File: src/cpu_pkg.sv
package cpu_pkg;

  localparam int DATA_WIDTH     = 32;
  localparam int INST_WIDTH     = 32;
  localparam int REG_ADDR_WIDTH = 5;
  localparam int IMM_WIDTH      = 16;
  localparam int ADDR_WIDTH     = 16;
  localparam int NUM_REGS       = 2 ** REG_ADDR_WIDTH;

  typedef logic [DATA_WIDTH-1:0]     data_t;
  typedef logic [INST_WIDTH-1:0]     inst_t;
  typedef logic [REG_ADDR_WIDTH-1:0] reg_addr_t;
  typedef logic [IMM_WIDTH-1:0]      imm_t;
  typedef logic [ADDR_WIDTH-1:0]     addr_t;

  // opcode lives in bits 31:26
  typedef enum logic [5:0] {
    OP_NOP  = 6'd0,
    OP_ADD  = 6'd1,
    OP_SUB  = 6'd2,
    OP_AND  = 6'd3,
    OP_OR   = 6'd4,
    OP_SLT  = 6'd5,
    OP_ADDI = 6'd6,
    OP_ORI  = 6'd7,
    OP_LW   = 6'd8,
    OP_SW   = 6'd9
  } opcode_e;

  typedef enum logic [2:0] {
    ALU_ADD,
    ALU_SUB,
    ALU_AND,
    ALU_OR,
    ALU_SLT
  } alu_op_e;

  typedef enum logic [1:0] {
    FWD_RF,
    FWD_EX_MEM,
    FWD_MEM_WB
  } fwd_sel_e;

  ////////////////////////////////////////////////////////////////////////////
  // pipeline registers
  ////////////////////////////////////////////////////////////////////////////

  // all zero is a nop
  typedef struct packed {
    logic    reg_dst;
    logic    alu_src;
    alu_op_e alu_op;
    logic    mem_read;
    logic    mem_write;
    logic    reg_write;
  } ctrl_t;

  typedef struct packed {
    ctrl_t     ctrl;
    reg_addr_t rs;
    reg_addr_t rt;
    reg_addr_t rd;
    data_t     read_data_1;
    data_t     read_data_2;
    imm_t      imm;
  } id_ex_t;

  typedef struct packed {
    ctrl_t     ctrl;
    data_t     alu_result;
    data_t     store_data;
    reg_addr_t dst;
  } ex_mem_t;

  typedef struct packed {
    logic      valid;
    reg_addr_t dst;
    data_t     data;
  } wb_t;

  // every real instruction reads rs
  function automatic logic uses_rs(ctrl_t c);
    return c.reg_write | c.mem_write;
  endfunction

  // r-type ops and stores read rt
  function automatic logic uses_rt(ctrl_t c);
    return c.reg_dst | c.mem_write;
  endfunction

endpackage

File: src/register_file.sv
`timescale 1ns/1ps

module register_file (
  input  logic                clk,
  input  logic                rst,
  input  cpu_pkg::wb_t        wb,
  input  cpu_pkg::reg_addr_t  read_addr_1,
  input  cpu_pkg::reg_addr_t  read_addr_2,
  output cpu_pkg::data_t      read_data_1,
  output cpu_pkg::data_t      read_data_2
);

  import cpu_pkg::*;

  data_t regs [NUM_REGS];

  always_ff @(posedge clk) begin
    if (rst) begin
      for (int i = 0; i < NUM_REGS; i++) begin
        regs[i] <= '0;
      end
    end else if (wb.valid && wb.dst != '0) begin
      regs[wb.dst] <= wb.data;
    end
  end

  // r0 first, then the write port, then the array
  function automatic data_t read_port(reg_addr_t addr);
    if (addr == '0) begin
      return '0;
    end else if (wb.valid && wb.dst == addr) begin
      return wb.data;
    end
    return regs[addr];
  endfunction

  always_comb begin
    read_data_1 = read_port(read_addr_1);
    read_data_2 = read_port(read_addr_2);
  end

  // execute drops r0 writes before they get here
  a_no_r0_write: assert property (
    @(posedge clk) disable iff (rst) wb.valid |-> wb.dst != '0
  ) else $error("write to r0 reached the register file");

endmodule

File: config.mk
export PLATFORM = sky130hd
export DESIGN_NAME = register_file
export DESIGN_NICKNAME = d
export VERILOG_FILES = /design/src/cpu_pkg.sv /design/src/register_file.sv
export SDC_FILE = /design/constraint.sdc
export NUM_CORES = 2
export LEC_CHECK = 0
export BUFFER_PORTS_ARGS = -buffer_cell sky130_fd_sc_hd__buf_2
export CAP_MARGIN = 30
export CORE_AREA = 5 5 339 341
export DETAILED_ROUTE_END_ITERATION = 10
export DIE_AREA = 0 0 344 346
export PLACE_DENSITY = 0.63
export SLEW_MARGIN = 0
export SYNTH_ARGS = -nofsm -noshare
export SYNTH_HDL_FRONTEND = slang
export SYNTH_SLANG_ARGS = --single-unit
File: constraint.sdc
create_clock -name clk -period 2.3 [get_ports clk]
set_input_delay 0.23 -clock clk [delete_from_list [all_inputs] [get_ports clk]]
set_output_delay 0.23 -clock clk [all_outputs]
set_load 0.01 [all_outputs]
== Word-level counts from Yosys, hierarchy flattened ==
Memory sizes are Yosys's and may differ from the RTL's.
Index checks and enable logic that the tools add are counted.
Storage, ports and cells
  bits in registers: 0
  latch bits: 0
  bits in writable memories: 1024
  ROM bits: 0
  input bits: 50
  output and inout bits: 64
  word-level logic and storage cells: 28
  memories: 1
Memories
  regs: depth 32, width 32, rd ports 2, clocked after Yosys merged registers in 0, write ports 32, line register_file.sv:15  | data_t regs [NUM_REGS];
Operators by class
  add/subtract/negate cells: 0
  multiply operators: 0
  divide/modulo/power cells: 0
  magnitude comparators: 0
  eq/ne operators: 2
  shift operators: 0
  mux-type cells: 18
  bitwise logic cells: 0
  reductions and logical operators: 7
Operators by type and width (number)
  two-way mux 32 bit: 7
  OR reduction 32 bit: 1
  == test 5 bit: 2
  zero test 5 bit: 2
  two-way mux 1 bit: 10
  two-way mux 5 bit: 1
  nonzero test 5 bit: 1
  logical AND 1 bit: 3

== Depth between registers and ports, before layout ==
  depth in word-level cells: 7
  mapped depth: 9
  gate-level depth less buffers: 5

== Worst setup path after synthesis ==
OpenSTA, ideal clock, no wires.
  path kind: in2out
  start point: input port read_addr_2[0]
  end point: output port read_data_2[12]
  arrival: 1909 ps
  data required time: 2070 ps
  path slack: 161 ps
  cell stages on the path: 7
  path through: buf_6 > buf_4 > buf_2 > mux4_2 > a22oi_1 > a21oi_1 > a211o_1
Between the ends
  cells in the longest elaborated chain, start to end: 5
  elaborated cells between the ends (all ways): 8
Ends and longest elaborated chain
  start: declaration: line register_file.sv:8  | input cpu_pkg::reg_addr_t read_addr_2,
  parallel branches: the longest is 4 deep, another holds memory read (32 x 32 bit)
  two-way mux 32 bit *: line register_file.sv:34  | return regs[addr];
  end: declaration: line register_file.sv:10  | output cpu_pkg::data_t read_data_2
Every way passes the cells marked *.

==> summary.txt <==
Drt
  • Antenna Nets Post-Route: 0
  • DR pass1 iterations: 5
  • DRT Wirelength: 194,000 um
  • DR iter-0 viols: 4,999
  • Via density: 6.53
  • Post-DR wirelength/cell: 34.2 um
  • Routed vias: 37,100
  • DRC Markers: 0

Critical path
  • Crit start category: flop
  • Crit-path max FO: 2
  • Setup crit start: regs[27][24]
  • Cell family with most CP delay: multiplexers
  • Crit path cell chain: mux4_2 -> mux4_2 -> inv_2 -> o221ai_4 -> buf_6
  • Worst EP arrival: 2.66 ns
  • Buf/Inv on CP: 2
  • Slowest CP cell: mux4_2
  • Most frequent cell on the critical path: mux4_2
  • Crit-path max cell delay: 0.56 ns
  • CP endpoint kind: primary output
  • Critical Path RT: 2.07 ns
  • Setup Crit Path Kind: flop to primary output

Power
  • VDD IR-drop max: 0.550 mV
  • Lkg Pwr: 23.8 nW
  • Pwr/cell area: 716 nW/um^2
  • Total power: 47.7 mW

Final layout
  • Share of cells above drive strength 1: 0.362
  • Largest register by flop count: regs
  • Max reg flops: 1,024
  • Top flop regs: regs (1024)
  • Fin util: 0.597
  • Nets: 4,131
  • Area Overhead vs Synth: 20.6%

Status
  • Violated checks: negative setup slack
  • Outcome: finished, violations left

STA
  • Final WS setup: -0.588 ns
  • Final Setup Violations: 64
  • Final period util: 1.26
  • Worst slew pin tran: 0.997 ns
  • Min Tclk post-route: 2.89 ns
  • Slew margin rel.: 0.334
  • Max Slew Vio Count: 0
  • RSZ-0062 raised after global routing: true
  • Final Hold Fails: 0
  • Max Fclk: 0.346 GHz

Yosys
  • Flops & latches, synth: 1,024
  • Top_reg_cell synth: edfxtp_1
  • Avg Inst Size Synth: 14.8 um^2
  • Mapped cell area: 55,200 um^2
  • Post-synth cell types: 47
  • EDFF count, synth: 1,024
  • Count of synthesis-stage warnings from yosys: 0
  • Register area share after synthesis: 0.557
  • Post-Synthesis Cells: 3,745
  • Async set-reset flop share out of synthesis: 0

Die
  • Die Area: 119,000 um^2
  • Site row count: 123
  • Initial core utilization: 0.495
  • Die H: 346 um
  • Chip Width: 344 um
  • CORE AREA: 112,000 um^2
  • I/O pins: 114

Job
  • Total of max-cap violations: 0

CTS
  • CTS clk-pin slew, worst paths: 0.06 ns
  • Total CTS buffers: 112
  • CTS root buf: clkbuf_16
  • H-tree Lvls: 3
  • CTS tree: done
  • Clk sinks: 1,024
  • Buffer depth of the longest clock path: 3

Place
  • Placer Congestion: 0.899
  • Post-DP HPWL: 125,000 um
  • IO buf count: 113

Global routing
  • Number of global-route vias before repair: 36,900
  • Gr usage total: 0.323
  • Global-route wire length before repair: 273,000 um
  • Congestion Overflow GR: 0
  • Initial antenna violation count: 21
  • Largest net degree at the start of global routing: 64

Hold path
  • Hold WC Path Type: primary input to flop
  • Hold path startpoint: wb[17]
## synthesized netlist by cell type (40+ instances only)
library cell	instances	area (um^2)
nand2_1	94	353
edfxtp_1	1024	30700
mux2i_1	197	1970
a221oi_1	48	420
clkbuf_1	303	1140
mux4_2	460	10400
buf_2	63	315
and2_1	994	6220
o211ai_1	41	308
nand3_1	47	235
a22oi_1	53	398
nor2_1	70	263
mux2_2	40	450
## placed cells by master, fill, tap and decap left out, types with 32 or more instances in the layout
master,n
nand3_1,42
a221oi_1,42
or2_2,33
and2_1,993
nand2_1,79
clkbuf_16,113
o211ai_1,41
conb_1,32
a22oi_2,34
edfxtp_1,1024
buf_6,46
mux4_2,460
buf_4,359
nor2_1,35
buf_2,65
nor2_4,33
mux2i_1,177
buf_12,119
## metrics by stage
step	area, um^2	setup TNS [ns]	cells	setup WS, ns	hold WS, ns
after floorplan	55400	0	3776	0.161	0.428
after global placement	61500	-21.00	5466	-1.09	0.725
after detailed placement	61500	-20.91	5466	-1.05	0.702
after CTS	66100	-28.71	5674	-0.591	0.0244
after global routing	66600	-30.43	5679	-0.647	0.0243
final	66600	-26.33	5687	-0.588	0.0530
## layout make-up
class | count | area (um^2)
multi-input cells | 2331 | 24200
fillers | 8542 | 45000
well taps | 1500 | 1880
flip-flops and latches | 1024 | 30700
clock inverters | 81 | 803
diodes | 11 | 27.5
repair buffers | 594 | 5990
inverters | 18 | 80.1
clock buffers | 128 | 2880
## worst paths after layout
check	endpoint	cells past startpoint
setup / recovery	read_data_2[24]	5
hold / removal	regs[8][17]	2
## repair_timing
action	in CTS	in global routing
pin swaps	73	68
hold buffers	1	0
endpoints found under the hold margin	1	0
gates resized for setup	192	98
setup endpoints to repair	64	64
buffers inserted	3	4
## kinds of logic (layout without fill, tap and decap cells)
kind of cell    Yosys count  in the layout  synth area share
simple gates           1282           1282             0.137
flops                  1024           1024             0.557
mux                     697            697             0.231
buf+inv                 421            821            0.0325
compound gates          310            310            0.0407
xor+xnor                 10             10           0.00159
other cells               1             43         0.0000679
## where the power goes
group          total (mW)  leakage (nW)  switching (mW)  internal, mW
sequential           22.1          9.75           0.540          21.6
clock                18.4          1.80            7.72          10.6
combinational        7.26          12.2            3.94          3.31
## metal layers
metal	GRT usage	vias up	routed length (um)
li1	-	15000	-
met1	0.455	19300	74100
met2	0.497	2400	89700
met3	0.0771	422	22600
met4	0.117	6	8080
met5	0	-	36
Power figures use the tool's default switching activity.
