## config.mk

```make
export PLATFORM = sky130hd
export DESIGN_NAME = memory_stage
export DESIGN_NICKNAME = d
export VERILOG_FILES = /design/src/cpu_pkg.sv /design/src/memory_stage.sv
export SDC_FILE = /design/constraint.sdc
export NUM_CORES = 2
export LEC_CHECK = 0
export BUFFER_PORTS_ARGS = -buffer_cell sky130_fd_sc_hd__buf_2
export CELL_PAD_IN_SITES_DETAIL_PLACEMENT = 2
export CELL_PAD_IN_SITES_GLOBAL_PLACEMENT = 2
export CORE_MARGIN = 4
export CORE_UTILIZATION = 30
export DETAILED_ROUTE_END_ITERATION = 6
export PLACE_DENSITY_LB_ADDON = 0.1
export SYNTH_ARGS = -nofsm -noshare
export SYNTH_HDL_FRONTEND = slang
export SYNTH_SLANG_ARGS = --single-unit
```

## constraint.sdc

```tcl
create_clock -name clk -period 8.35 [get_ports clk]
set_input_delay 1.2525 -clock clk [delete_from_list [all_inputs] [get_ports clk]]
set_output_delay 1.2525 -clock clk [all_outputs]
set_load 0.01 [all_outputs]
```

## src/cpu_pkg.sv

```systemverilog
package cpu_pkg;

  localparam int DATA_WIDTH     = 32;
  localparam int INST_WIDTH     = 32;
  localparam int REG_ADDR_WIDTH = 5;
  localparam int IMM_WIDTH      = 16;
  localparam int ADDR_WIDTH     = 16;
  localparam int NUM_REGS       = 2 ** REG_ADDR_WIDTH;

  typedef logic [DATA_WIDTH-1:0]     data_t;
  typedef logic [INST_WIDTH-1:0]     inst_t;
  typedef logic [REG_ADDR_WIDTH-1:0] reg_addr_t;
  typedef logic [IMM_WIDTH-1:0]      imm_t;
  typedef logic [ADDR_WIDTH-1:0]     addr_t;

  // opcode lives in bits 31:26
  typedef enum logic [5:0] {
    OP_NOP  = 6'd0,
    OP_ADD  = 6'd1,
    OP_SUB  = 6'd2,
    OP_AND  = 6'd3,
    OP_OR   = 6'd4,
    OP_SLT  = 6'd5,
    OP_ADDI = 6'd6,
    OP_ORI  = 6'd7,
    OP_LW   = 6'd8,
    OP_SW   = 6'd9
  } opcode_e;

  typedef enum logic [2:0] {
    ALU_ADD,
    ALU_SUB,
    ALU_AND,
    ALU_OR,
    ALU_SLT
  } alu_op_e;

  typedef enum logic [1:0] {
    FWD_RF,
    FWD_EX_MEM,
    FWD_MEM_WB
  } fwd_sel_e;

  ////////////////////////////////////////////////////////////////////////////
  // pipeline registers
  ////////////////////////////////////////////////////////////////////////////

  // all zero is a nop
  typedef struct packed {
    logic    reg_dst;
    logic    alu_src;
    alu_op_e alu_op;
    logic    mem_read;
    logic    mem_write;
    logic    reg_write;
  } ctrl_t;

  typedef struct packed {
    ctrl_t     ctrl;
    reg_addr_t rs;
    reg_addr_t rt;
    reg_addr_t rd;
    data_t     read_data_1;
    data_t     read_data_2;
    imm_t      imm;
  } id_ex_t;

  typedef struct packed {
    ctrl_t     ctrl;
    data_t     alu_result;
    data_t     store_data;
    reg_addr_t dst;
  } ex_mem_t;

  typedef struct packed {
    logic      valid;
    reg_addr_t dst;
    data_t     data;
  } wb_t;

  // every real instruction reads rs
  function automatic logic uses_rs(ctrl_t c);
    return c.reg_write | c.mem_write;
  endfunction

  // r-type ops and stores read rt
  function automatic logic uses_rt(ctrl_t c);
    return c.reg_dst | c.mem_write;
  endfunction

endpackage

```

## src/memory_stage.sv

```systemverilog
`timescale 1ns/1ps

module memory_stage #(
  parameter int DMEM_DEPTH_LOG2 = 6
) (
  input  logic              clk,
  input  logic              rst,
  input  cpu_pkg::ex_mem_t  ex_mem,
  output cpu_pkg::wb_t      wb
);

  import cpu_pkg::*;

  localparam int DMEM_DEPTH = 2 ** DMEM_DEPTH_LOG2;

  data_t                      dmem [DMEM_DEPTH];
  logic [DMEM_DEPTH_LOG2-1:0] dmem_index;
  data_t                      load_data;

  // mem/wb
  logic      mem_wb_reg_write;
  logic      mem_wb_mem_read;
  reg_addr_t mem_wb_dst;
  data_t     mem_wb_load_data;
  data_t     mem_wb_alu_result;

  assign dmem_index = ex_mem.alu_result[DMEM_DEPTH_LOG2-1:0];
  assign load_data  = dmem[dmem_index];

  always_ff @(posedge clk) begin
    if (ex_mem.ctrl.mem_write) begin
      dmem[dmem_index] <= ex_mem.store_data;
    end
  end

  always_ff @(posedge clk) begin
    if (rst) begin
      mem_wb_reg_write <= 1'b0;
      mem_wb_mem_read  <= 1'b0;
    end else begin
      mem_wb_reg_write <= ex_mem.ctrl.reg_write;
      mem_wb_mem_read  <= ex_mem.ctrl.mem_read;
    end
    mem_wb_dst        <= ex_mem.dst;
    mem_wb_load_data  <= load_data;
    mem_wb_alu_result <= ex_mem.alu_result;
  end

  // writeback mux
  assign wb.valid = mem_wb_reg_write;
  assign wb.dst   = mem_wb_dst;
  assign wb.data  = mem_wb_mem_read ? mem_wb_load_data : mem_wb_alu_result;

  a_no_read_write: assert property (
    @(posedge clk) disable iff (rst) !(ex_mem.ctrl.mem_read && ex_mem.ctrl.mem_write)
  ) else $error("data RAM read and write together");

endmodule

```

# Word level (Yosys, flattened, before mapping)
# Memories as Yosys holds them, arrays and structs flattened. A register that Yosys moved wholly into a read port is not among the register bits.
# Cells that the tools add are included.
# classes
n_mux	3
n_bitwise	0
addsub	0
n_mul	0
shifts	0
reduce_logical	0
n_lt_le_gt_ge	0
n_eq_ne	0
div_mod_pow	0
# op_table
op	n
$mux 32	1
$mux 1	2
# totals
latchBits	0
memories	1
ramBits	2048
romBits	0
reg_bits	39
elab_cells	8
# mem_list
name	words	word_bits	read_ports	rd_clocked_by_memory_dff	wr	line	text
dmem	64	32	1	1	1	memory_stage.sv:16	data_t dmem [DMEM_DEPTH];

# Logic depth before layout (Yosys ltp)
# depth
depth_word	2
depth_mapped	11
depth_no_buf	6

# Worst setup path after synthesis
# No wires, ideal clock.
# synth_path
kind	input port to flip-flop
start	input ex_mem[39] (netlist bit)
end	memory dmem[12][0] (netlist bit), enable pin
required_time_ns	7.929
setup_slack_ns	3.847
cell_stages	9
t_arrival_ns	4.081
path_cell_list	buf_4 -> buf_4 -> buf_6 -> buf_2 -> buf_2 -> buf_2 -> buf_4 -> nand3_1 -> nor2_1
# synth_rtl
item	line	text
start, declared	memory_stage.sv:8	input cpu_pkg::ex_mem_t ex_mem,
end, declared	memory_stage.sv:16	
# Straight into the memory's write port.

# Worst setup path after layout
# layout_path
start	input ex_mem[37] (netlist bit)
end	memory dmem[4][19] (netlist bit), enable pin
# Straight into the memory's write port.

==> results.py <==
metrics = {
    "routing": {
        "wirelength_um": 294000,
        "drc": 0,
        "drtPass1Iterations": 6,
        "postRouteAntennaNets": 0,
        "detail_route.wl_per_cell_um": 35.5,
        "drt_iter0_markers": 4485,
        "num_vias": 45219,
        "viasPerCell": 5.45,
    },
    "critical_path": {
        "critPathRequiredTime_ns": 8.87,
        "r2r-start": "dmem[29][24]",
        "cpPeakStageDelay_ns": 1.04,
        "crit_start": "ex_mem[37]",
        "critPathKind": "input pin to register",
        "cpMostUsedCell": "nor2_4",
        "path_cells": "buf_8 > buf_12 > nor2_4 > nand3_1 > nor2_4 > buf_4",
        "worstPathArrival_ns": 5.29,
        "slowest_stage": "nand3_1",
        "crit_fanout": 64,
        "worstSetupStartpointType": "input pin",
        "crit_path_end_kind": "register",
    },
    "synth": {
        "synth.top_cell.area_share_pct": 77.3,
        "ys_types": 60,
        "synthesis.nets": 4413,
        "yosysWarnings": 0,
        "synth_edf_count": 2048,
        "ys_ff_latch": 2119,
        "syn_area_per_cell_um2": 18.3,
        "yosys-top-cells-area": "edfxtp_1 77%, a221oi_1 2.9%, a22oi_1 2.9%, mux2i_1 2.8%, mux4_2 2.2%",
        "synthFlopType": "edfxtp_1",
        "yosys.area.top_type": "edfxtp_1",
        "yosysSeqAreaShare_pct": 79.1,
        "syn-cell-area_um2": 79500,
        "async_reset_ff_share_pct": 0,
        "syn_inst": 4334,
    },
    "pwr": {
        "peakVddDrop_v": 0.000169,
        "p_leak_nw": 28.9,
        "power_density_nw_per_um2": 248,
    },
    "clock_tree": {
        "cts_resized": 0,
        "clkSlewWorstSetupHoldPaths_ns": 0.06,
        "clock-sinks": 2119,
        "tritoncts": "built",
        "cts_hold_buf": 0,
        "clk_latency_ns": 0.90,
        "clockBufferDepth": 3,
        "post-cts-setup-buffer-count": 0,
        "cts_made_buffers": 235,
        "h-tree-depth": 4,
        "cts_root_buf": "clkbuf_16",
    },
    "placement": {
        "port_buffers": 111,
        "numPlacedInstances": 7848,
        "place_hpwl_um": 174000,
        "placed_cell_area_um2": 85400,
        "gp_congestion": 0.758,
    },
    "job": {
        "cap_violations": 0,
    },
    "sta": {
        "maxSlewHeadroom_pct": 6.32,
        "drv_slew": 0,
        "final_hold_viol_count": 0,
        "finalWorstPathRequiredPeriod_ns": 4.77,
        "fmax_mhz": 210,
        "rsz0062_at_grt": "false",
        "fin_setup_tns_ns": 0,
        "tightest_slew_ns": 1.40,
        "setup_viol": 0,
        "skew_ns": 0.0302,
        "period_share_pct": 57.1,
    },
    "outcome": {
        "status": "finished, final reports clean",
    },
    "die": {
        "start_util_pct": 30.2,
        "die_w_um": 523,
        "rows": 188,
        "io_pins": 117,
        "dieArea_um2": 273000,
        "core_area_um2": 263000,
        "die_h_um": 523,
    },
    "layout": {
        "drive_gt1_share_pct": 19.0,
        "area_growth_pct": 16.4,
        "stdcell_count": 8290,
        "finalNetCount": 4649,
        "final_area_um2": 92500,
        "utilization_pct": 35.2,
    },
    "grt": {
        "antenna_found_initial": 27,
        "grt_pass1_vias": 47375,
        "overflow": 0,
        "grt_pass1_wl_um": 405000,
        "grt_max_degree": 71,
        "grt_usage_pct": 21.3,
    },
    "worst_hold_path": {
        "worstHoldStart": "ex_mem[45]",
        "hold_path.class": "input pin to register",
    },
}
[worst max-delay path, delay by kind of cell]
| family | cells | cell delay, ns |
|---|---|---|
| simple gates | 3 | 2.83 |
| buf+inv | 3 | 1.05 |
[through the flow]
stage	total power, mW	hold WS [ns]	setup WS [ns]
global placement	13.3	0.658	2.72
finish	22.9	0.455	3.58
floorplan	12.6	0.546	3.85
CTS	23.2	0.369	3.65
detailed placement	13.3	0.661	2.68
global route	23.7	0.390	3.54
[cells in the final DEF, fill, tap and decap left out, types with 91 or more instances in the layout]
cell	instances
o21ai_0	107
edfxtp_1	2048
mux2_2	91
buf_2	108
a21oi_1	106
a221oi_1	265
clkbuf_16	237
nor2_1	131
a22oi_1	309
mux2i_1	221
buf_4	194
[Yosys cell counts (all sizes together) (5+ instances only)]
library cell  instances
nand4                28
a211oi               18
or4                   5
nand3                25
mux4                 76
nand2b                7
a222oi               11
o221a                 9
and4                 10
nand2                66
a21oi               106
a22oi               309
o221ai               55
or3                   9
clkbuf              125
a221oi              267
mux2                 93
o22a                 14
a211o                21
o21ai               108
and3b                 5
nor3b                 6
dfxtp                71
buf                 195
o211ai               32
a22o                 35
o22ai                76
nor2                200
mux2i               221
a31oi                18
nor2b                 8
nor3                 14
edfxtp             2048
a221o                14
[cell families (layout without fill, tap and decap cells)]
group           after synthesis  in the layout  synth area share, %
buf+inv                     324            754                 1.94
mux                         390            390                 6.25
compound gates             1105           1105                 10.4
other cells                   0             11                    0
simple gates                396            396                 2.31
flops                      2119           2119                 79.1
[per-layer routing]
layer  global-route usage (%)  routed length [um]  vias to the layer above
li1                         -                   -                    18631
met1                     30.3              134000                    25136
met5                        0                  41                        -
met2                     35.0              142000                     1134
met3                     2.69               12800                      312
met4                     4.49                5690                        6
[state kept, by name, summed over array words and instances, names as in the netlist]
| name | cells |
|---|---|
| dmem | 2048 |
| mem_wb_alu_result | 32 |
| mem_wb_dst | 5 |
| mem_wb_load_data | 32 |
| mem_wb_mem_read | 1 |
| mem_wb_reg_write | 1 |
[layout make-up]
cell class	count	area, um^2
Multi-Input combinational cell	1891	15700
Sequential cell	2119	62900
Inverter	4	22.5
Timing Repair Buffer	319	2320
Clock inverter	110	810
Fill cell	25742	170000
Antenna cell	11	27.5
Clock buffer	321	6350
Tap cell	3515	4400
[where the power goes]
part	switching [mW]	internal [mW]
logic	0.939	0.341
clock network	4.33	5.53
registers	0.0411	11.8
[path summary, 6_finish.rpt]
path	endpoint	slack (ns)	cells after the start
worst min register to register	mem_wb_load_data[19]	0.65	4
worst max register to register	mem_wb_load_data[24]	5.49	6
worst max-delay path	dmem[4][19]	3.58	6
worst min-delay path	mem_wb_alu_result[8]	0.45	1
Power figures use the tool's default switching activity.
