===== config.mk =====
export PLATFORM = sky130hd
export DESIGN_NAME = decode_stage
export DESIGN_NICKNAME = d
export VERILOG_FILES = /design/src/cpu_pkg.sv /design/src/decode_stage.sv
export SDC_FILE = /design/constraint.sdc
export NUM_CORES = 1
export LEC_CHECK = 0
export ABC_AREA = 1
export ABC_CLOCK_PERIOD_IN_PS = 1100
export BUFFER_PORTS_ARGS = -buffer_cell sky130_fd_sc_hd__clkbuf_2
export CAP_MARGIN = 10
export CORE_MARGIN = 8
export CORE_UTILIZATION = 37
export DETAILED_ROUTE_END_ITERATION = 12
export PLACE_DENSITY = 0.75
export SLEW_MARGIN = 20
export SYNTH_ARGS = -nofsm -noshare
export SYNTH_HDL_FRONTEND = slang
export SYNTH_SLANG_ARGS = --single-unit

===== constraint.sdc =====
create_clock -name clk -period 1.1 [get_ports clk]
set_clock_uncertainty 0.1 [all_clocks]
set_input_delay 0.165 -clock clk [delete_from_list [all_inputs] [get_ports clk]]
set_output_delay 0.165 -clock clk [all_outputs]
set_load 0.05 [all_outputs]

===== src/cpu_pkg.sv =====
package cpu_pkg;

  localparam int DATA_WIDTH     = 32;
  localparam int INST_WIDTH     = 32;
  localparam int REG_ADDR_WIDTH = 5;
  localparam int IMM_WIDTH      = 16;
  localparam int ADDR_WIDTH     = 16;
  localparam int NUM_REGS       = 2 ** REG_ADDR_WIDTH;

  typedef logic [DATA_WIDTH-1:0]     data_t;
  typedef logic [INST_WIDTH-1:0]     inst_t;
  typedef logic [REG_ADDR_WIDTH-1:0] reg_addr_t;
  typedef logic [IMM_WIDTH-1:0]      imm_t;
  typedef logic [ADDR_WIDTH-1:0]     addr_t;

  // opcode lives in bits 31:26
  typedef enum logic [5:0] {
    OP_NOP  = 6'd0,
    OP_ADD  = 6'd1,
    OP_SUB  = 6'd2,
    OP_AND  = 6'd3,
    OP_OR   = 6'd4,
    OP_SLT  = 6'd5,
    OP_ADDI = 6'd6,
    OP_ORI  = 6'd7,
    OP_LW   = 6'd8,
    OP_SW   = 6'd9
  } opcode_e;

  typedef enum logic [2:0] {
    ALU_ADD,
    ALU_SUB,
    ALU_AND,
    ALU_OR,
    ALU_SLT
  } alu_op_e;

  typedef enum logic [1:0] {
    FWD_RF,
    FWD_EX_MEM,
    FWD_MEM_WB
  } fwd_sel_e;

  ////////////////////////////////////////////////////////////////////////////
  // pipeline registers
  ////////////////////////////////////////////////////////////////////////////

  // all zero is a nop
  typedef struct packed {
    logic    reg_dst;
    logic    alu_src;
    alu_op_e alu_op;
    logic    mem_read;
    logic    mem_write;
    logic    reg_write;
  } ctrl_t;

  typedef struct packed {
    ctrl_t     ctrl;
    reg_addr_t rs;
    reg_addr_t rt;
    reg_addr_t rd;
    data_t     read_data_1;
    data_t     read_data_2;
    imm_t      imm;
  } id_ex_t;

  typedef struct packed {
    ctrl_t     ctrl;
    data_t     alu_result;
    data_t     store_data;
    reg_addr_t dst;
  } ex_mem_t;

  typedef struct packed {
    logic      valid;
    reg_addr_t dst;
    data_t     data;
  } wb_t;

  // every real instruction reads rs
  function automatic logic uses_rs(ctrl_t c);
    return c.reg_write | c.mem_write;
  endfunction

  // r-type ops and stores read rt
  function automatic logic uses_rt(ctrl_t c);
    return c.reg_dst | c.mem_write;
  endfunction

endpackage


===== src/decode_stage.sv =====
`timescale 1ns/1ps

module decode_stage (
  input  logic                clk,
  input  logic                rst,
  input  cpu_pkg::inst_t      if_id_inst,
  output cpu_pkg::reg_addr_t  read_addr_1,
  output cpu_pkg::reg_addr_t  read_addr_2,
  input  cpu_pkg::data_t      read_data_1,
  input  cpu_pkg::data_t      read_data_2,
  output cpu_pkg::id_ex_t     id_ex,
  output logic                stall
);

  import cpu_pkg::*;

  opcode_e   opcode;
  reg_addr_t rs;
  reg_addr_t rt;
  reg_addr_t rd;
  imm_t      imm;
  ctrl_t     ctrl;
  logic      rs_hazard;
  logic      rt_hazard;

  assign opcode = opcode_e'(if_id_inst[31:26]);
  assign rs     = if_id_inst[25:21];
  assign rt     = if_id_inst[20:16];
  assign rd     = if_id_inst[15:11];
  assign imm    = if_id_inst[15:0];

  assign read_addr_1 = rs;
  assign read_addr_2 = rt;

  ////////////////////////////////////////////////////////////////////////////
  // control decode
  ////////////////////////////////////////////////////////////////////////////

  always_comb begin
    ctrl = '0;
    case (opcode)
      OP_ADD, OP_SUB, OP_AND, OP_OR, OP_SLT: begin
        ctrl.reg_dst   = 1'b1;
        ctrl.reg_write = 1'b1;
        case (opcode)
          OP_SUB:  ctrl.alu_op = ALU_SUB;
          OP_AND:  ctrl.alu_op = ALU_AND;
          OP_OR:   ctrl.alu_op = ALU_OR;
          OP_SLT:  ctrl.alu_op = ALU_SLT;
          default: ctrl.alu_op = ALU_ADD;
        endcase
      end
      OP_ADDI: begin
        ctrl.alu_src   = 1'b1;
        ctrl.reg_write = 1'b1;
      end
      OP_ORI: begin
        ctrl.alu_src   = 1'b1;
        ctrl.alu_op    = ALU_OR;
        ctrl.reg_write = 1'b1;
      end
      OP_LW: begin
        ctrl.alu_src   = 1'b1;
        ctrl.mem_read  = 1'b1;
        ctrl.reg_write = 1'b1;
      end
      OP_SW: begin
        ctrl.alu_src   = 1'b1;
        ctrl.mem_write = 1'b1;
      end
      // nop and unknown opcodes
      default: ctrl = '0;
    endcase
  end

  // load in id/ex feeding an operand this instruction actually reads
  assign rs_hazard = uses_rs(ctrl) && id_ex.rt == rs;
  assign rt_hazard = uses_rt(ctrl) && id_ex.rt == rt;
  assign stall     = id_ex.ctrl.mem_read && id_ex.rt != '0 && (rs_hazard || rt_hazard);

  always_ff @(posedge clk) begin
    if (rst) begin
      id_ex <= '0;
    end else begin
      id_ex.ctrl        <= stall ? ctrl_t'('0) : ctrl;
      id_ex.rs          <= rs;
      id_ex.rt          <= rt;
      id_ex.rd          <= rd;
      id_ex.read_data_1 <= read_data_1;
      id_ex.read_data_2 <= read_data_2;
      id_ex.imm         <= imm;
    end
  end

  // the bubble clears mem_read, so a stall cannot repeat
  a_single_bubble: assert property (
    @(posedge clk) disable iff (rst) stall |=> !stall
  ) else $error("stall held for two cycles");

endmodule


Word-level counts from Yosys, hierarchy flattened:

Index checks and enable logic that the tools add are counted.

* register bits after elaboration: 103
* logic and storage cells: 42

* muxes and demuxes: 7
* bitwise gates (word level): 2
* equal/unequal tests: 11
* reduce and logical (&&, ||, !) cells: 10

Operators by type and width (number)
* == test 6 x 3 -> 1 bit (second input constant): 4
* == test 6 x 2 -> 1 bit (second input constant): 2
* == test 6 x 4 -> 1 bit (second input constant): 2
* case mux 3 bit (4 select lines): 1
* == test 5 bit: 2
* OR reduction 8 bit: 1
* == test 6 x 1 -> 1 bit (second input constant): 1
* case mux 3 bit (2 select lines): 1
* 2-to-1 mux 1 bit: 5
* nonzero test 5 bit: 1
* OR reduction 5 bit: 1
* logical AND 1 bit: 4
* OR reduction 4 bit: 1
* bitwise OR 1 bit: 2
* OR reduction 2 bit: 1
* logical OR 1 bit: 1

Longest topological paths before layout:

* word-level depth: 8
* depth in mapped cells: 11
* depth with buffers taken out: 11

Least setup slack after synthesis:

No wires, ideal clock.

* path kind: reg-to-output
* start: register id_ex[85] (netlist bit)
* end: output port stall
* arrival time: 1.603 ns
* cell stages (with the launch flop): 11
* path slack: -0.768 ns
* required time: 0.835 ns
* path buffers: 0
* path through: dfxtp_1 -> inv_1 -> nand2_1 -> o21ai_0 -> nor2_1 -> nand2_1 -> nor2_1 -> nand2_1 -> nand2_1 -> nand2_2 -> inv_1

* longest elaborated chain between the ends: 4
* elaborated cells between the ends (all ways): 8

Ends and longest elaborated chain
* start, declared: line decode_stage.sv:11 `output cpu_pkg::id_ex_t id_ex,`
* == test 5 bit, on equally long branches: line decode_stage.sv:77, decode_stage.sv:78
* logical AND 1 bit, on equally long branches: line decode_stage.sv:77, decode_stage.sv:78
* logical OR 1 bit: line decode_stage.sv:79 `assign stall = id_ex.ctrl.mem_read && id_ex.rt != '0 && (rs_hazard || rt_hazard);`
* logical AND 1 bit (*): line decode_stage.sv:79
* end, declared: line decode_stage.sv:12 `output logic stall`

Mark *: on every way between the ends. The rest lies on a longest branch, timed or not.

Worst setup path in the final report:

* start: register id_ex[88] (netlist bit)
* end: output port stall

Same word-level chain as after synthesis.

==> metrics.md <==
| Metric | Value |
|---|---|
| Multiplexer share of the synthesized area | `0%` |
| Largest regs | `id_ex: 98 flops` |
| Initial DRC Count | `166` |
| Syn Std Cell Area | `0.00317 mm2` |
| Worst path buffer plus inverter count | `4` |
| Starting Density | `38.3%` |
| Final setup vio count | `93` |
| Core Region | `0.00826 mm2` |
| Max FFs per register | `98` |
| Boundary Pins | `212` |
| Worst slew pin tran | `0.321 ns` |
| Clock network fraction of total power | `27.3%` |
| Final Hold Viols | `0` |
| GPL Wtd Cong | `0.905` |
| PD cells | `1180 mW/mm2` |
| Fin crit share | `174%` |
| CP most frequent cell | `nand2_1` |
| Worst slew margin | `78.4%` |
| Commonest non-fill, non-tap cell in the layout | `nor2_1` |
| Fin. max-slew vios | `0` |
| Setup tns final | `-7.31 ns` |
| Clock Root Buffer | `clkbuf_8` |
| Simple-gate share of the synthesized area | `20.2%` |
| Ys Warns | `0` |
| Share of layout cells above drive strength 1 | `52.4%` |
| Final ANT Viol Nets | `0` |
| Num CTS Buffers | `9` |
| DR pass1 iterations | `4` |
| Top reg by flops | `id_ex` |
| Compound-Gate Fraction of Synth Area | `0.474%` |
| Post-DP HPWL | `7390 um` |
| Sw frac | `30.9%` |
| Largest net degree at the start of global routing | `52` |
| Yosys cell types | `17` |
| Drt wl/cell | `19.6 um` |
| Util after Layout | `90.4%` |
| Fill cells | `299` |
| Delay-heaviest family, CP | `flip-flops` |
| Status | `complete, but fails checks` |
| Main combinational cell family by area after synthesis | `simple AND/OR/NAND/NOR gates` |
| Syn-to-layout area delta | `136%` |
| Worst Setup End Kind | `output port` |
| Die X | `109 um` |
| Achievable clock frequency | `0.522 GHz` |
| Synthesis-stage register bit count | `98` |
| Worst Setup Start Kind | `flop` |
| Routed WL | `15800 um` |
| Drt drc | `0` |
| Worst EP required | `0.83 ns` |
| Vias in the first global route | `4211` |
| Post-Synth XOR/XNOR Area | `0.277%` |
| Setup ws final | `-0.814 ns` |
| Port bufs | `211` |
| Seq/Total Area, Yosys | `62.0%` |
| Leak Pwr | `0.00382 uW` |
| Comb pwr share | `28.3%` |
| Critical Path Fanout Max | `5` |
| Post-Syn Instances | `389` |
| Critical path arrival | `1.65 ns` |
| Max incr delay on CP | `0.40 ns` |
| Rows | `33` |
| Failing checks | `setup timing` |
| Clk sink count | `98` |
| Die Ht | `109 um` |
| CTS tree | `done` |
| Slowest-stage cell, CP | `dfxtp_4` |
| CTS Buffer Depth | `2` |
| Average cell area after synthesis | `8.14 um2` |
| Via count | `3681` |
| Global route overflow | `0` |
| Max Cap Viol | `0` |
| Internal power | `6090 uW` |
| Initial antenna violation count | `1` |
| Global Route Usage Sum | `25.4%` |
| Most frequent cells in the layout | `nor2_1, clkbuf_2, inv_1` |
| Tightest Hold Check Type | `in2reg` |
| Post-layout minimum cycle time | `1.91 ns` |
| RSZ-0062 raised after global routing | `true` |
| First-pass GRT wire length | `22800 um` |
| Critical path class | `reg2out` |
| CTS HTree Levels | `3` |
| Syn Nets | `487` |
| Drt via density | `4.56` |
| Die area | `0.0118 mm2` |
| Worst VDD drop | `788 uV` |
| Psw | `2720 uW` |
| Critical Path, Cell by Cell | `inv_2 > o21ai_1 > inv_1 > nand2_1 > nor2_2 > nand2_1 > nand2_1 > nand2_2 > clkinvlp_4 > buf_12` |
| Post-Synth Adder-Cell Area | `0%` |
| Post-place setup slack | `-0.467 ns` |
| Final nets | `792` |
| Flop pwr share | `44.4%` |
| Reg clk slew, reported paths | `0.10 ns` |
| Worst skew pair latency | `0.34 ns` |
-- layer usage --
layer,track usage (%),wire [um],vias to the layer above
met4,11.1,621,0
met1,24.1,5360,1707
met5,0,0,-
met2,47.8,8320,238
li1,-,-,1686
met3,9.46,1540,50
-- stage by stage --
step                cell area, um2  total power (uW)  hold slack [ns]  instances
floorplan                     3200              4890            0.162        389
global placement              4450              5360            0.253        703
detailed placement            4450              5380            0.256        703
CTS                           7360              8640           0.0117        801
global route                  7460              9110           0.0497        805
finish                        7470              8810           0.0512        807
-- cell type report --
cell class              instances  area [um2]  share of cell area [%]
diodes                          3        7.51                   0.101
clock buffers                  11         141                    1.89
clock inverters                 5        62.6                   0.838
inverters                     104         399                    5.34
multi-input cells             162         677                    9.06
flip-flops and latches         98        2110                    28.2
well taps                     105         131                    1.76
repair buffers                319        3940                    52.8
-- worst paths after layout --
check / start / endpoint / slack [ns] / cells after the start
worst min-delay path: if_id_inst[18] / id_ex[87] / 0.05 / 4
worst max-delay path: id_ex[88] / stall / -0.81 / 10
worst min register to register: id_ex[97] / id_ex[102] / 0.81 / 7
worst max register to register: id_ex[89] / id_ex[101] / -0.58 / 12
-- synthesized netlist by cell type (all sizes together) --
cell type	number	area (um2)
nand4	2	12.5
xnor2	1	8.76
nor2	114	438
nor3	4	20.0
and3	1	6.26
nand3	8	45.0
inv	104	390
clkbuf	10	37.5
o21ai	3	15.0
buf	15	113
nand2	29	119
dfxtp	98	1960
-- power groups by stage --
stage	clock network [uW]	registers [uW]	logic, uW
final	2410	3910	2490
after floorplan	0	4500	390
after detailed placement	0	3870	1510
after global placement	0	3860	1500
after global routing	2600	3930	2590
after CTS	2430	3880	2330
-- kinds of logic (layout without fill, tap and decap cells) --
family / Yosys count / after routing
AND/OR/NAND/NOR: 158 / 158
XOR/XNOR: 1 / 1
AO/OA/AOI/OAI: 3 / 3
buffers and inverters: 129 / 439
other: 0 / 3
flip-flops: 98 / 98
-- worst min-delay path, stage by stage --
cell and delay [ns]:
clkbuf_2 0.10, buf_4 0.13, inv_1 0.04, nor2_1 0.03
-- what timing repair did --
item | in CTS | in global routing
hold buffers | 80 | 0
gates resized for setup | 368 | 45
endpoints found under the setup margin | 112 | 112
setup buffers | 2 | 3
hold endpoints to repair | 80 | 0
pin swaps | 6 | 7
Note: power is estimated with default switching activity, not from simulation.
