==> src/cpu_pkg.sv <==
package cpu_pkg;

  localparam int DATA_WIDTH     = 32;
  localparam int INST_WIDTH     = 32;
  localparam int REG_ADDR_WIDTH = 5;
  localparam int IMM_WIDTH      = 16;
  localparam int ADDR_WIDTH     = 16;
  localparam int NUM_REGS       = 2 ** REG_ADDR_WIDTH;

  typedef logic [DATA_WIDTH-1:0]     data_t;
  typedef logic [INST_WIDTH-1:0]     inst_t;
  typedef logic [REG_ADDR_WIDTH-1:0] reg_addr_t;
  typedef logic [IMM_WIDTH-1:0]      imm_t;
  typedef logic [ADDR_WIDTH-1:0]     addr_t;

  // opcode lives in bits 31:26
  typedef enum logic [5:0] {
    OP_NOP  = 6'd0,
    OP_ADD  = 6'd1,
    OP_SUB  = 6'd2,
    OP_AND  = 6'd3,
    OP_OR   = 6'd4,
    OP_SLT  = 6'd5,
    OP_ADDI = 6'd6,
    OP_ORI  = 6'd7,
    OP_LW   = 6'd8,
    OP_SW   = 6'd9
  } opcode_e;

  typedef enum logic [2:0] {
    ALU_ADD,
    ALU_SUB,
    ALU_AND,
    ALU_OR,
    ALU_SLT
  } alu_op_e;

  typedef enum logic [1:0] {
    FWD_RF,
    FWD_EX_MEM,
    FWD_MEM_WB
  } fwd_sel_e;

  ////////////////////////////////////////////////////////////////////////////
  // pipeline registers
  ////////////////////////////////////////////////////////////////////////////

  // all zero is a nop
  typedef struct packed {
    logic    reg_dst;
    logic    alu_src;
    alu_op_e alu_op;
    logic    mem_read;
    logic    mem_write;
    logic    reg_write;
  } ctrl_t;

  typedef struct packed {
    ctrl_t     ctrl;
    reg_addr_t rs;
    reg_addr_t rt;
    reg_addr_t rd;
    data_t     read_data_1;
    data_t     read_data_2;
    imm_t      imm;
  } id_ex_t;

  typedef struct packed {
    ctrl_t     ctrl;
    data_t     alu_result;
    data_t     store_data;
    reg_addr_t dst;
  } ex_mem_t;

  typedef struct packed {
    logic      valid;
    reg_addr_t dst;
    data_t     data;
  } wb_t;

  // every real instruction reads rs
  function automatic logic uses_rs(ctrl_t c);
    return c.reg_write | c.mem_write;
  endfunction

  // r-type ops and stores read rt
  function automatic logic uses_rt(ctrl_t c);
    return c.reg_dst | c.mem_write;
  endfunction

endpackage

==> src/execute_stage.sv <==
`timescale 1ns/1ps

module execute_stage (
  input  logic              clk,
  input  logic              rst,
  input  cpu_pkg::id_ex_t   id_ex,
  input  cpu_pkg::wb_t      wb,
  output cpu_pkg::ex_mem_t  ex_mem
);

  import cpu_pkg::*;

  fwd_sel_e  fwd_a;
  fwd_sel_e  fwd_b;
  data_t     operand_a;
  data_t     reg_b;
  data_t     operand_b;
  data_t     alu_result;
  reg_addr_t dst;
  ctrl_t     ctrl_out;

  // ex/mem has priority over mem/wb
  function automatic fwd_sel_e fwd_select(reg_addr_t src);
    if (ex_mem.ctrl.reg_write && ex_mem.dst == src) begin
      return FWD_EX_MEM;
    end else if (wb.valid && wb.dst == src) begin
      return FWD_MEM_WB;
    end
    return FWD_RF;
  endfunction

  function automatic data_t fwd_mux(fwd_sel_e sel, data_t rf_value);
    case (sel)
      FWD_EX_MEM: return ex_mem.alu_result;
      FWD_MEM_WB: return wb.data;
      default:    return rf_value;
    endcase
  endfunction

  always_comb begin
    fwd_a     = fwd_select(id_ex.rs);
    fwd_b     = fwd_select(id_ex.rt);
    operand_a = fwd_mux(fwd_a, id_ex.read_data_1);
    reg_b     = fwd_mux(fwd_b, id_ex.read_data_2);
  end

  // immediates are zero extended
  assign operand_b = id_ex.ctrl.alu_src ? data_t'(id_ex.imm) : reg_b;

  ////////////////////////////////////////////////////////////////////////////
  // alu
  ////////////////////////////////////////////////////////////////////////////

  always_comb begin
    case (id_ex.ctrl.alu_op)
      ALU_SUB: alu_result = operand_a - operand_b;
      ALU_AND: alu_result = operand_a & operand_b;
      ALU_OR:  alu_result = operand_a | operand_b;
      ALU_SLT: alu_result = data_t'($signed(operand_a) < $signed(operand_b));
      default: alu_result = operand_a + operand_b;
    endcase
  end

  assign dst = id_ex.ctrl.reg_dst ? id_ex.rd : id_ex.rt;

  // r0 writes die here
  always_comb begin
    ctrl_out = id_ex.ctrl;
    if (dst == '0) begin
      ctrl_out.reg_write = 1'b0;
    end
  end

  always_ff @(posedge clk) begin
    if (rst) begin
      ex_mem <= '0;
    end else begin
      ex_mem.ctrl       <= ctrl_out;
      ex_mem.alu_result <= alu_result;
      ex_mem.store_data <= reg_b;
      ex_mem.dst        <= dst;
    end
  end

  // decode's load-use stall keeps a load address off the bypass
  a_no_load_forward: assert property (
    @(posedge clk) disable iff (rst)
    ex_mem.ctrl.mem_read |->
      !((uses_rs(id_ex.ctrl) && fwd_a == FWD_EX_MEM) ||
        (uses_rt(id_ex.ctrl) && fwd_b == FWD_EX_MEM))
  ) else $error("load result forwarded from ex/mem");

endmodule

==> config.mk <==
export PLATFORM = sky130hd
export DESIGN_NAME = execute_stage
export DESIGN_NICKNAME = d
export VERILOG_FILES = /design/src/cpu_pkg.sv /design/src/execute_stage.sv
export SDC_FILE = /design/constraint.sdc
export NUM_CORES = 1
export LEC_CHECK = 0
export BUFFER_PORTS_ARGS = -buffer_cell sky130_fd_sc_hd__buf_2
export CAP_MARGIN = 10
export CORE_MARGIN = 2
export CORE_UTILIZATION = 42
export DETAILED_ROUTE_END_ITERATION = 16
export GPL_ROUTABILITY_DRIVEN = 0
export GPL_TIMING_DRIVEN = 0
export PLACE_DENSITY_LB_ADDON = 0.2
export SYNTH_ARGS = -nofsm -noshare
export SYNTH_HDL_FRONTEND = slang
export SYNTH_SLANG_ARGS = --single-unit
export TNS_END_PERCENT = 50
==> constraint.sdc <==
create_clock -name clk -period 4.49 [get_ports clk]
set_input_delay 0.449 -clock clk [delete_from_list [all_inputs] [get_ports clk]]
set_output_delay 0.449 -clock clk [all_outputs]
set_load 0.02 [all_outputs]
# --- Word-level counts from Yosys, hierarchy flattened ---
# Index checks and enable logic that the tools add are counted.
# Widths: inputs -> output; s select.
classes:
  add_sub_neg: 2
  n_lt_le_gt_ge: 1
  eq_ne: 12
  muxes: 15
  bitwise: 2
  reduce_logical: 6
ops:
  columns: ["op", "count"]
  rows:
  - ["$pmux 32 s2", 2]
  - ["$pmux 32 s4", 1]
  - ["$add 32x32->32", 1]
  - ["$and 32x32->32", 1]
  - ["$lt 32x32->1", 1]
  - ["$mux 32", 1]
  - ["$or 32x32->32", 1]
  - ["$sub 32x32->32", 1]
  - ["$eq 5x5->1", 4]
  - ["$mux 2", 6]
  - ["$eq 3x2->1 const B", 2]
  - ["$logic_not 5->1", 1]
  - ["$mux 5", 1]
  - ["$eq 2x1->1 const B", 2]
  - ["$eq 2x2->1 const B", 2]
  - ["$logic_and 1x1->1", 4]
  - ["$mux 1", 4]
  - ["$eq 3x1->1 const B", 1]
  - ["$eq 3x3->1 const B", 1]
  - ["$reduce_or 2->1", 1]
word_totals:
  reg_bits: 77
  in_bits: 143
  out_inout_bits: 77
  word_cells: 47

# --- Logic depth before layout (Yosys ltp) ---
depth:
  depth_word: 10
  ltp_mapped: 20
  depth_no_buf: 18

# --- Least setup slack after synthesis ---
# Ideal clock, no wire load.
synth_timing:
  path_type: "input port to flip-flop"
  startpoint: "in wb[33] (netlist bit)"
  endpoint: "reg ex_mem[67] (netlist bit)"
  setup_time_ps: 95
  t_arrival_ps: 4337
  required_ps: 4395
  setup_slack_ps: 57
  path_stages: 20
  n_path_buf: 2
  cell_sequence: "xor2_1 nor4_1 and3_1 clkbuf_1 buf_2 mux2i_1 a21oi_1 mux2_2 ha_1 inv_1 fa_1 and2b_1 o2111ai_2 a311oi_2 o21ai_4 o2111ai_1 o311ai_1 o31a_1 xnor2_1 o311ai_1"
synth_via:
  elab_chain_len: 10
  elab_cells_between_ends: 22
  classes_between: "2 x add/sub; 6 x eq/ne; 10 x mux; 2 x bitwise; 2 x reduce/logical"
synth_rtl:
  columns: ["element", "line", "rtl"]
  rows:
  - ["start: declaration", "execute_stage.sv:7", "input cpu_pkg::wb_t wb,"]
  - ["$eq 5x5->1", "execute_stage.sv:26", "end else if (wb.valid && wb.dst == src) begin"]
  - ["$logic_and 1x1->1", "execute_stage.sv:26", null]
  - ["$mux 1", "execute_stage.sv:26", null]
  - ["$mux 1", "execute_stage.sv:24", "if (ex_mem.ctrl.reg_write && ex_mem.dst == src) begin"]
  - ["$mux 2", "execute_stage.sv:29", "return FWD_RF;"]
  - ["$eq 2x2->1 or $eq 2x1->1 (tied branches)", "execute_stage.sv:33", "case (sel)"]
  - ["$pmux 32 s2", "execute_stage.sv:33", null]
  - ["$mux 32", "execute_stage.sv:48", "assign operand_b = id_ex.ctrl.alu_src ? data_t'(id_ex.imm) : reg_b;"]
  - ["$add 32x32->32, or another cell as far along", "execute_stage.sv:60", "default: alu_result = operand_a + operand_b;"]
  - ["$pmux 32 s4 (*)", "execute_stage.sv:55", "case (id_ex.ctrl.alu_op)"]
  - ["end: declaration", "execute_stage.sv:8", "output cpu_pkg::ex_mem_t ex_mem"]
# Mark *: on every way between the ends. The rest lies on a longest branch, timed or not.
# A chain may end at the register's enable or synchronous reset.

# --- Worst setup path in the final report ---
layout_timing:
  startpoint: "reg ex_mem[3] (netlist bit)"
  endpoint: "reg ex_mem[67] (netlist bit)"
layout_via:
  elab_chain_len: 9
  elab_cells_between_ends: 22
  classes_between: "2 x add/sub; 6 x eq/ne; 10 x mux; 2 x bitwise; 2 x reduce/logical"
layout_rtl:
  columns: ["element", "line"]
  rows:
  - ["$eq 5x5->1", "execute_stage.sv:24"]
  - ["$logic_and 1x1->1", "execute_stage.sv:24"]
  - ["$mux 2 or $mux 1 (tied branches)", "execute_stage.sv:24"]
  - ["$mux 2", "execute_stage.sv:29"]
  - ["$eq 2x2->1 or $eq 2x1->1 (tied branches)", "execute_stage.sv:33"]
  - ["$pmux 32 s2", "execute_stage.sv:33"]
  - ["$mux 32", "execute_stage.sv:48"]
  - ["$add 32x32->32, or another cell as far along", "execute_stage.sv:60"]
  - ["$pmux 32 s4 (*)", "execute_stage.sv:55"]
# Marks and branches as above.

==> summary.md <==
| Metric | Value |
|---|---|
| Gr ovfl total | `0` |
| Hold WC Path Type | `in2reg` |
| DRC Markers | `0` |
| Post-synthesis sequential area ratio | `17.34%` |
| Simple-gate share of the synthesized area | `between 10% and 20%` |
| Final-report setup violation count | `0` |
| Crit-path leading delay family | `compound AO/OA/AOI/OAI gates` |
| Clock sinks | `between 70 and 80` |
| CTS max path bufs | `2` |
| Share of cells above drive strength 1 | `30.58%` |
| Final min period | `around 4.4 ns` |
| Xor/xnor cell area share of the yosys netlist | `under 10%` |
| Critical Path Max Stage Delay | `about 0.36 ns` |
| Final WL | `~35 mm` |
| Core area | `20890 um2` |
| Vias in the first global route | `between 9000 and 10000` |
| Syn avg cell area | `about 7.6 um2` |
| Multiplexer share of the synthesized area | `between 10% and 20%` |
| Final clock period utilization by the worst path | `between 90% and 100%` |
| Critical Path RT | `between 4 and 5 ns` |
| Cells after Synth | `1170` |
| Max VDD drop | `0.0001766 V` |
| Die Width | `around 150 um` |
| Compound-gate portion of the synthesized area | `27.48%` |
| Crit path DAT | `~4.7 ns` |
| Post-DP HPWL | `approximately 26 mm` |
| CP startpoint kind | `flop` |
| Leak Pwr | `5.208 nW` |
| Status | `complete, no violations` |
| Port bufs | `~220` |
| Clock skew | `approximately 0.013 ns` |
| Crit path buf inv count | `3` |
| EDFF count, synth | `0` |
| Initial DRC Count | `about 870` |
| Ys flop type | `dfxtp_1` |
| Number of max-cap violations | `0` |
| CTS Root Cell | `clkbuf_16` |
| Crit path kind | `reg2reg` |
| Worst Max-Slew Pin Slew | `just under 1 ns` |
| Num rows | `between 50 and 60` |
| Via/cell ratio | `approximately 5.8` |
| Async S/R FF share, synth | `0%` |
| Cell mode on critical path | `buf_4` |
| GRT Total Usage | `29.48%` |
| Sequence of cells on the critical path | `xor2_1, nor4_2, and3_4, buf_4, nand2_1, o21ai_2, ha_4, inv_1, fa_2, and2b_1, o2111ai_2, a311oi_2, buf_4, o21ai_4, o2111ai_4, o311ai_4, o31a_1, xnor2_2, o311ai_2` |
| Fmax | `roughly 230 MHz` |
| Final WS setup | `between 0.07 and 0.08 ns` |
| Synth-to-layout area growth | `28.56%` |
| Largest net degree at the start of global routing | `14` |
| Adder-cell share of the synthesized area | `13.96%` |
| Final nets | `1666` |
| Syn_nets | `~1400` |
| Area of the die | `about 22000 um2` |
| Num CTS Buffers | `9` |
| WL per Instance | `between 20 and 25 um` |
| Die Y | `149.5 um` |
| TritonCTS clock tree | `built` |
| Yosys reg bits | `slightly below 80` |
| Largest family of logic cells by synthesized area | `compound AO/OA/AOI/OAI gates` |
| Pre-Repair DR Iteration Count | `6` |
| Setup Slack @ Placement | `-1.201 ns` |
| Max-slew violations | `0` |
| Commonest non-fill, non-tap cell in the layout | `buf_2` |
| Post-CTS Hold Fix Bufs | `0` |
| Max reg flops | `77` |
| Synth warn | `0` |
| Netlist Area Pre-Place | `around 8900 um2` |
| Initial antenna violation count | `2` |
| Final cell utilization of the core | `between 50% and 60%` |
| Initial Utilization | `42.55%` |
| Slew HR | `33.74%` |
| Pwr Density | `between 200 and 300 nW/um2` |
| Critical Path Sink Type | `flop` |
| Biggest regs | `ex_mem (77)` |
| RSZ-0062 raised after global routing | `true` |
| Final Hold Fails | `0` |
| Post-route antenna net violation count | `0` |
| Skew-Pair Late Insertion Delay | `0.37 ns` |
| Most frequent cells in the layout | `buf_2, nor2_1, nand2_1` |
| Top reg by flops | `ex_mem` |
| Crit-path slowest cell | `fa_2` |
| Crit Path Max Fanout | `10` |
| IO Pins | `220` |
| First-pass GRT wire length | `a little over 50 mm` |
| Synth unique cells | `95` |
| CTS clk-pin slew, worst paths | `about 0.070 ns` |
| H-tree Lvls | `3` |
| Via count | `just under 10000` |
## through the flow
step / power, mW / TNS, ns / instance area [um2] / cells / hold WS [ns]
detailed placement: 2.080 / -19.79 / 10310 / 1661 / 0.5721
global route: 3.154 / -0.1581 / 11420 / 1704 / 0.3189
global placement: 2.073 / -20.72 / 10310 / 1661 / 0.5581
finish: 3.005 / 0 / 11430 / 1705 / 0.2925
CTS: 2.871 / 0 / 10850 / 1683 / 0.2957
floorplan: 1.697 / 0 / 8889 / 1170 / 0.5772
## cell usage after synthesis, types with 4 or more instances
master	n	area share (%)
a21oi_1	91	5.1
o221ai_1	7	0.69
nand4_1	6	0.42
o22ai_1	6	0.42
clkbuf_1	50	2.1
buf_2	8	0.45
nor3_1	19	1.1
mux2i_1	71	8.0
nor2_1	113	4.8
a211oi_1	9	0.76
mux2_2	17	2.2
xor2_1	20	2.0
o21ai_1	7	0.39
o31ai_1	5	0.42
o2111ai_1	4	0.39
o211ai_1	12	1.0
or2_2	18	1.3
o21ai_0	85	4.8
clkbuf_8	8	1.2
inv_1	89	3.8
a21o_1	15	1.3
xnor2_1	20	2.0
nand3_1	12	0.68
a221o_1	8	0.90
dfxtp_1	77	17
ha_1	96	14
nor2b_1	31	2.2
o21bai_1	16	1.4
a31oi_1	10	0.70
nor4_1	8	0.56
a21boi_0	5	0.42
nand2_1	97	4.1
and3_1	5	0.35
o21a_1	7	0.59
a221oi_1	14	1.4
nand2b_1	15	1.1
## routing by layer
layer	share of wire [%]	wire length, um	vias to the layer above	track usage (%)
li1	-	-	4660	-
met1	43	14970	4687	39.09
met2	45	15650	502	47.29
met3	8.0	2773	87	5.061
met4	3.7	1288	2	12.24
met5	0.037	13	-	0
## final cells by class
cell class	count	area (um2)
fill	2014	9462
sequential	77	1545
buffer	68	479.2
clock inverter	5	61.31
clock buffer	10	229.0
tap	275	344.1
antenna	1	2.502
multi-input combinational	928	7063
timing repair buffer	250	1359
inverter	91	344.1
## repair_timing
item | CTS | global route
setup buffers | 11 | 23
setup endpoints to repair | 25 | 23
gates resized for setup | 52 | 108
pin swaps | 8 | 36
## power by group
group | internal [mW] | switching (mW)
Clock | 0.430 | 0.341
Sequential | 0.750 | 0.0450
Combinational | 0.575 | 0.864
## cell families after synthesis
logic type / count (synthesis)
adders and majority gates: 98
and+or+nand+nor: 347
xor gates and xnor gates: 40
AOI/OAI and AO/OA: 354
muxes: 89
DFF: 77
buffers and inverters: 165
## worst paths after layout
path               from          to  slack, ns  depth (start not counted)
min reg2reg  ex_mem[62]  ex_mem[30]       0.56                          2
min           id_ex[96]  ex_mem[70]       0.29                          2
max reg2reg   ex_mem[3]  ex_mem[67]       0.07                         19
max           ex_mem[3]  ex_mem[67]       0.07                         19
(Power assumes the default switching activity.)
